--- config.mk ---
export PLATFORM = sky130hd
export DESIGN_NAME = executeStage
export DESIGN_NICKNAME = d
export VERILOG_FILES = /design/src/design/aluPkg.sv /design/src/design/aluOperate.sv /design/src/design/branchCompare.sv /design/src/design/executeStage.sv
export VERILOG_INCLUDE_DIRS = /design/src /design/src/design
export SDC_FILE = /design/constraint.sdc
export NUM_CORES = 1
export LEC_CHECK = 0
export BUFFER_PORTS_ARGS = -buffer_cell sky130_fd_sc_hd__buf_2
export CAP_MARGIN = 10
export CORE_MARGIN = 2
export CORE_UTILIZATION = 55
export DETAILED_ROUTE_END_ITERATION = 6
export PLACE_DENSITY = 0.81
export SYNTH_ARGS = -nofsm -noshare
export SYNTH_HDL_FRONTEND = slang
export SYNTH_SLANG_ARGS = --single-unit
--- constraint.sdc ---
create_clock -name clk -period 6.35 [get_ports clk]
set_input_delay 0.9525 -clock clk [delete_from_list [all_inputs] [get_ports clk]]
set_output_delay 0.9525 -clock clk [all_outputs]
set_load 0.005 [all_outputs]
--- src/design/alu_config.svh ---
//--------------------------------------------------------------------------
// execute stage configuration
// operand width and shift amount width of the RV32I ALU
//--------------------------------------------------------------------------
`ifndef ALU_CONFIG_SVH
`define ALU_CONFIG_SVH

// register width of RV32I
// operands, result and the output register all share it
`define ALU_XLEN 32

// shift amount width
// log2 of ALU_XLEN, so only b[4:0] reaches the shifters
`define ALU_SHAMT_WIDTH 5

`endif

--- src/design/aluPkg.sv ---
//--------------------------------------------------------------------------
// execute stage types
// operation and branch encodings, control word and datapath structs
//--------------------------------------------------------------------------
`include "alu_config.svh"

package aluPkg;

	// operation field of the control word, bits [3:0]
	// codes follow the core's existing ALUctl encoding
	// codes 12 to 14 are unused and give a zero result
	typedef enum logic [3:0] {
		opAnd     = 4'd0,
		opOr      = 4'd1,
		opAdd     = 4'd2,
		opSrl     = 4'd3,
		opSra     = 4'd4,
		opSll     = 4'd5,
		// SUB also serves every branch
		opSub     = 4'd6,
		opSlt     = 4'd7,
		opXor     = 4'd8,
		opCsrrw   = 4'd9,
		opCsrrs   = 4'd10,
		opCsrrc   = 4'd11,
		// jumps carry this code, result unused
		opIllegal = 4'd15
	} aluOp_e;

	// branch field of the control word, bits [6:4]
	// brNone for every non-branch instruction
	// code 7 is unused and never taken
	typedef enum logic [2:0] {
		brNone = 3'd0,
		brEq   = 3'd1,
		brNe   = 3'd2,
		brLt   = 3'd3,
		brGe   = 3'd4,
		brLtu  = 3'd5,
		brGeu  = 3'd6
	} branchOp_e;

	// 7-bit control word from the decoder
	// branch in the high bits, op in the low bits
	typedef struct packed {
		branchOp_e branch;
		aluOp_e    op;
	} aluCtl_t;

	// operand pair
	// a is rs1 or pc, b is rs2 or the immediate
	typedef struct packed {
		logic [`ALU_XLEN-1:0] a;
		logic [`ALU_XLEN-1:0] b;
	} aluOperands_t;

	// registered output of the execute stage
	// branchEnable goes to the pc select logic
	typedef struct packed {
		logic [`ALU_XLEN-1:0] result;
		logic                 branchEnable;
	} aluResult_t;

endpackage

--- src/design/aluOperate.sv ---
//--------------------------------------------------------------------------
// ALU result datapath
// combinational, picks one of the twelve RV32I operations from the
// operation field; unused and illegal codes give zero
//--------------------------------------------------------------------------
`include "alu_config.svh"

module aluOperate import aluPkg::*; (
	// operation field of the control word
	input  aluOp_e               op,
	// rs1/pc and rs2/immediate
	input  aluOperands_t         operands,
	// combinational result, registered one level up
	output logic [`ALU_XLEN-1:0] result
);

	// signed views of the operands
	// needed by SLT and by the arithmetic right shift
	logic signed [`ALU_XLEN-1:0] signedA;
	logic signed [`ALU_XLEN-1:0] signedB;

	// shift amount, upper bits of b are ignored as RV32I requires
	logic [`ALU_SHAMT_WIDTH-1:0] shamt;

	// signed compare for SLT
	logic                        lessSigned;

	// SLT result, zero extended to full width
	logic [`ALU_XLEN-1:0]        sltResult;

	assign signedA = operands.a;
	assign signedB = operands.b;

	// low bits only, so b = 32'hffff_ffe1 shifts by one
	assign shamt = operands.b[`ALU_SHAMT_WIDTH-1:0];

	assign lessSigned = signedA < signedB;
	assign sltResult  = {{(`ALU_XLEN-1){1'b0}}, lessSigned};

	// one flat mux on the op code
	// decoder already folded the immediate forms onto these codes
	always_comb begin
		case (op)
			// also ANDI and LUI
			opAnd: begin
				result = operands.a & operands.b;
			end
			// also ORI
			opOr: begin
				result = operands.a | operands.b;
			end
			// also AUIPC, loads, stores and ADDI
			// address generation lands here
			opAdd: begin
				result = operands.a + operands.b;
			end
			// also every branch, BEQ and BNE look at this difference
			opSub: begin
				result = operands.a - operands.b;
			end
			// SLT and SLTI
			opSlt: begin
				result = sltResult;
			end
			// logical right shift, zero fill
			opSrl: begin
				result = operands.a >> shamt;
			end
			// arithmetic right shift
			// sign bit of a fills from the top
			opSra: begin
				result = signedA >>> shamt;
			end
			// left shift, zero fill
			opSll: begin
				result = operands.a << shamt;
			end
			// also XORI
			opXor: begin
				result = operands.a ^ operands.b;
			end
			// new CSR value is a itself
			opCsrrw: begin
				result = operands.a;
			end
			// set the bits of a in the old value b
			opCsrrs: begin
				result = operands.a | operands.b;
			end
			// clear the bits of a in the old value b
			opCsrrc: begin
				result = (~operands.a) & operands.b;
			end
			// jumps and anything undecodable
			opIllegal: begin
				result = '0;
			end
			// codes 12 to 14, not produced by the decoder
			default: begin
				result = '0;
			end
		endcase
	end

endmodule

--- src/design/branchCompare.sv ---
//--------------------------------------------------------------------------
// branch condition
// combinational taken flag for the six RV32I conditional branches
//--------------------------------------------------------------------------
`include "alu_config.svh"

module branchCompare import aluPkg::*; (
	// branch field of the control word
	input  branchOp_e            branch,
	// rs1 and rs2 of the branch
	input  aluOperands_t         operands,
	// ALU result, a - b during a branch
	input  logic [`ALU_XLEN-1:0] result,
	// high when the branch is taken
	output logic                 taken
);

	// zero test on the ALU difference, shared by BEQ and BNE
	logic resultZero;

	// direct operand compares for the ordering branches
	logic lessSigned;
	logic lessUnsigned;

	assign resultZero   = result == '0;
	assign lessSigned   = $signed(operands.a) < $signed(operands.b);
	assign lessUnsigned = operands.a < operands.b;

	always_comb begin
		case (branch)
			// equal when a - b is zero
			brEq: begin
				taken = resultZero;
			end
			brNe: begin
				taken = !resultZero;
			end
			// signed ordering
			brLt: begin
				taken = lessSigned;
			end
			brGe: begin
				taken = !lessSigned;
			end
			// unsigned ordering
			brLtu: begin
				taken = lessUnsigned;
			end
			brGeu: begin
				taken = !lessUnsigned;
			end
			// brNone and unused code 7
			default: begin
				taken = 1'b0;
			end
		endcase
	end

endmodule

--- src/design/executeStage.sv ---
//--------------------------------------------------------------------------
// execute stage
// ALU result and branch flag, registered at the execute stage boundary
// one operation per cycle, one cycle of latency
//--------------------------------------------------------------------------
`include "alu_config.svh"

module executeStage import aluPkg::*; (
	input  logic         clk,
	// synchronous, active high
	input  logic         reset,
	// decoded control word, sampled every rising edge
	input  aluCtl_t      ctl,
	// operand pair, sampled with ctl
	input  aluOperands_t operands,
	// result and branch flag one cycle after the inputs
	output aluResult_t   out
);

	// control word fields
	aluOp_e               opField;
	branchOp_e            branchField;

	// combinational outputs of the two units
	logic [`ALU_XLEN-1:0] aluResult;
	logic                 branchTaken;

	// value loaded into the output register
	aluResult_t           nextOut;

	// split the control word
	assign opField     = ctl.op;
	assign branchField = ctl.branch;

	// result datapath
	aluOperate uAluOperate (
		.op       (opField),
		.operands (operands),
		.result   (aluResult)
	);

	// branch flag
	// BEQ and BNE depend on aluResult, so this sits after the ALU
	branchCompare uBranchCompare (
		.branch   (branchField),
		.operands (operands),
		.result   (aluResult),
		.taken    (branchTaken)
	);

	// pack both outputs for the stage register
	always_comb begin
		nextOut.result       = aluResult;
		nextOut.branchEnable = branchTaken;
	end

	// stage boundary register
	// cleared in reset so no branch is taken out of reset
	always_ff @(posedge clk) begin
		if (reset) begin
			out <= '0;
		end else begin
			out <= nextOut;
		end
	end

endmodule

==> run_results.csv <==
group,metric,value,unit
timing,worst_pin_slew,1.105,ns
die,num_rows,51,
power_and_ir_drop,vdd_ir_drop_max,0.1003,mV
logic_synthesis,postSynthRegisterBits,33,
clock_tree,ctsResizeCount,0,
clock_tree,cts_sinks,33,
clock_tree,htreeDepth,2,
timing,min_period,6.006,ns
timing,rsz0062_at_grt,"false",
global_routing,grt_pass1_vias,11941,
clock_tree,clk_pin_slew,0.05,ns
global_routing,track_usage,46.43,%
place,dp_cells,1802,
logic_synthesis,synth_nets,1698,
worst_hold_path,hold_class,"in -> reg",
clock_tree,clockBufferDepth,2,
status,status,"complete, no violations",
worst_hold_path,hold_end,"out[0]$_SDFF_PP0_",
flow_run,maxCapViolCount,0,
cells_and_area,biggestRegsByFlops,"out (33)",
timing,fin_setup_tns,0,ns
drt,drc_errors,0,
power_and_ir_drop,p_leak,4.935,nW
timing,setup_violations,0,
timing,maxSlewViolCount,0,
global_routing,grt_pass1_wl,73530,µm
clock_tree,cts_hold_buf,0,
die,dieArea,20760,µm²
worst_hold_path,whs_path_depth,3,
critical_path,crit_type,"in -> reg",
logic_synthesis,synth_ff_type,"dfxtp_1",
cells_and_area,fin_cells,1811,
logic_synthesis,synth_edf_count,0,
timing,max_freq,0.1665,GHz
drt,routed_wl,49440,µm
cells_and_area,top_register,"out",
cells_and_area,drive_gt1_share,15.60,%
place,dpl_worst_slack,0.4042,ns
drt,drtPass1Iterations,6,
die,die_x,144.1,µm
global_routing,globalRouteOverflowTotal,0,
clock_tree,tritoncts,"built",
global_routing,grt_max_degree,47,
cells_and_area,fillers,1923,
logic_synthesis,synthArstFlopShare,0,%
place,io_buffers,105,
drt,drt-initial-drc-count,1994,
logic_synthesis,yosysSeqAreaShare,6.120,%
logic_synthesis,yosys_warnings,0,
cells_and_area,nets,1715,
timing,final.setup.worst_slack,0.3445,ns
critical_path,crit_required,6.53,ns
place,place_congestion,1.077,
drt,via_per_inst,7.355,
logic_synthesis,synth_cell_types,91,
die,die_y,144.1,µm
die,core_area,19330,µm²
cells_and_area,largest_reg_flops,33,
timing,slew_headroom,26.14,%
critical_path,end_kind,"flop",
cells_and_area,fin_util,60.01,%
logic_synthesis,syn_inst,1527,
worst_hold_path,hold_start,"ctl[4]",
logic_synthesis,syn_area,10800,µm²
timing,fin_crit_sh,94.57,%
die,io_pins,106,
critical_path,worstPathMaxFanout,11,
place,hpwlAfterDp,38390,µm
global_routing,antenna_found_initial,0,
die,start_util,55.83,%
clock_tree,clockRootBuffer,"clkbuf_16",
power_and_ir_drop,p_per_area,130.8,nW/µm²
logic_synthesis,syn_avg_cell_area,7.070,µm²
cells_and_area,area_growth,7.487,%
clock_tree,cts_buffers,5,
power_and_ir_drop,fin_total_pwr,1.518,mW
drt,postRouteAntennaNets,0,
clock_tree,post_cts_buffers,0,
critical_path,arrival,6.19,ns
drt,num_vias,13319,
drt,wl_per_cell,27.30,µm
critical_path,worstSetupStartpointType,"input pin",
timing,hold_violations,0,
[cells in the mapped netlist (31+ instances only)]
cell type | number | area (µm²)
a21oi_1 | 111 | 555.5
clkbuf_1 | 98 | 367.9
dfxtp_1 | 33 | 660.6
ha_1 | 96 | 1201
inv_1 | 96 | 360.4
mux2i_1 | 59 | 590.6
mux4_2 | 34 | 765.7
nand2_1 | 122 | 457.9
nand3_1 | 39 | 195.2
nor2_1 | 143 | 536.8
nor3_1 | 31 | 155.2
o211ai_1 | 37 | 277.8
o21ai_0 | 84 | 420.4
[report_power, final]
part           switching (mW)  leakage (nW)  internal [mW]
combinational           0.659          4.58          0.352
sequential            0.00391         0.273          0.229
clock                  0.0786        0.0841          0.195
total                   0.742          4.93          0.777
[final cells by class]
cell class / instances / area [µm²] / area share (%)
diodes: 1 / 2.502 / 0.02157
inverters: 100 / 375.4 / 3.235
flip-flops and latches: 33 / 660.6 / 5.693
multi-input cells: 1253 / 9188 / 79.18
repair buffers: 151 / 873.3 / 7.526
well taps: 265 / 331.6 / 2.857
clock inverters: 1 / 30.03 / 0.2588
clock buffers: 7 / 142.6 / 1.229
[cell families (layout without fill, tap and decap cells)]
logic type | Yosys count | after routing | synth area share [%]
fa+ha+maj | 98 | 98 | 11.50
buf+inv | 241 | 259 | 9.064
other cells | 0 | 1 | 0
compound gates | 538 | 538 | 34.89
simple gates | 473 | 473 | 21.18
xor+xnor | 30 | 30 | 2.434
flops | 33 | 33 | 6.120
mux | 114 | 114 | 14.82
[per-stage QoR]
step	instance area, µm²	hold slack, ns
2_1_floorplan	10800	1.024
3_3_place_gp	11430	1.261
3_5_place_dp	11430	1.260
4_1_cts	11600	0.9791
5_1_grt	11600	0.9737
6_report	11600	0.9855
[cell usage in the layout, fill, tap and decap left out, types with 14 or more instances in the layout]
cell type / synthesis / layout
a211oi_1: 29 / 29
a21o_1: 14 / 14
a21oi_1: 111 / 111
a221oi_1: 21 / 21
a22oi_1: 15 / 15
a31oi_1: 21 / 21
buf_2: 23 / 104
buf_4: 2 / 47
dfxtp_1: 33 / 33
ha_1: 96 / 96
inv_1: 96 / 96
mux2_2: 17 / 17
mux2i_1: 59 / 59
mux4_2: 34 / 34
nand2_1: 122 / 122
nand2b_1: 20 / 20
nand3_1: 39 / 39
nand4_1: 17 / 17
nor2_1: 143 / 143
nor2b_1: 23 / 23
nor3_1: 31 / 31
nor4_1: 14 / 14
o211ai_1: 37 / 37
o21ai_0: 84 / 84
o221ai_1: 22 / 22
o22ai_1: 21 / 21
o31ai_1: 22 / 22
xnor2_1: 29 / 29
[critical path, cell delays in order]
cell       delay, ns
buf_2           0.28
inv_1           0.18
ha_1            0.35
buf_4           0.18
or4_1           0.54
a2111oi_0       0.47
buf_4           0.22
o31ai_1         0.15
a21oi_1         0.57
a21boi_0        0.23
o21ai_0         0.40
nor2_1          0.24
a211oi_1        0.70
nand4_1         0.24
o21a_1          0.26
a211oi_1        0.22
[worst max-delay path by stage]
| stage | startpoint | endpoint | slack [ns] | cells after the start |
|---|---|---|---|---|
| floorplan | operands[1] | out[0]$_SDFF_PP0_ | 0.82 | 18 |
| global placement | operands[42] | out[0]$_SDFF_PP0_ | 0.26 | 16 |
| detailed placement | operands[42] | out[0]$_SDFF_PP0_ | 0.40 | 16 |
| CTS | operands[42] | out[0]$_SDFF_PP0_ | 0.66 | 16 |
| global route | operands[42] | out[0]$_SDFF_PP0_ | 0.32 | 16 |
| finish | operands[42] | out[0]$_SDFF_PP0_ | 0.34 | 16 |
[layer usage]
layer | GRT usage, % | vias up | share of wire (%)
li1 | - | 5803 | -
met1 | 62.39 | 6268 | 39
met2 | 73.11 | 1063 | 44
met3 | 8.113 | 185 | 13
met4 | 19.92 | 0 | 5.0
met5 | 0 | - | 0
Note: power is estimated with default switching activity, not from simulation.
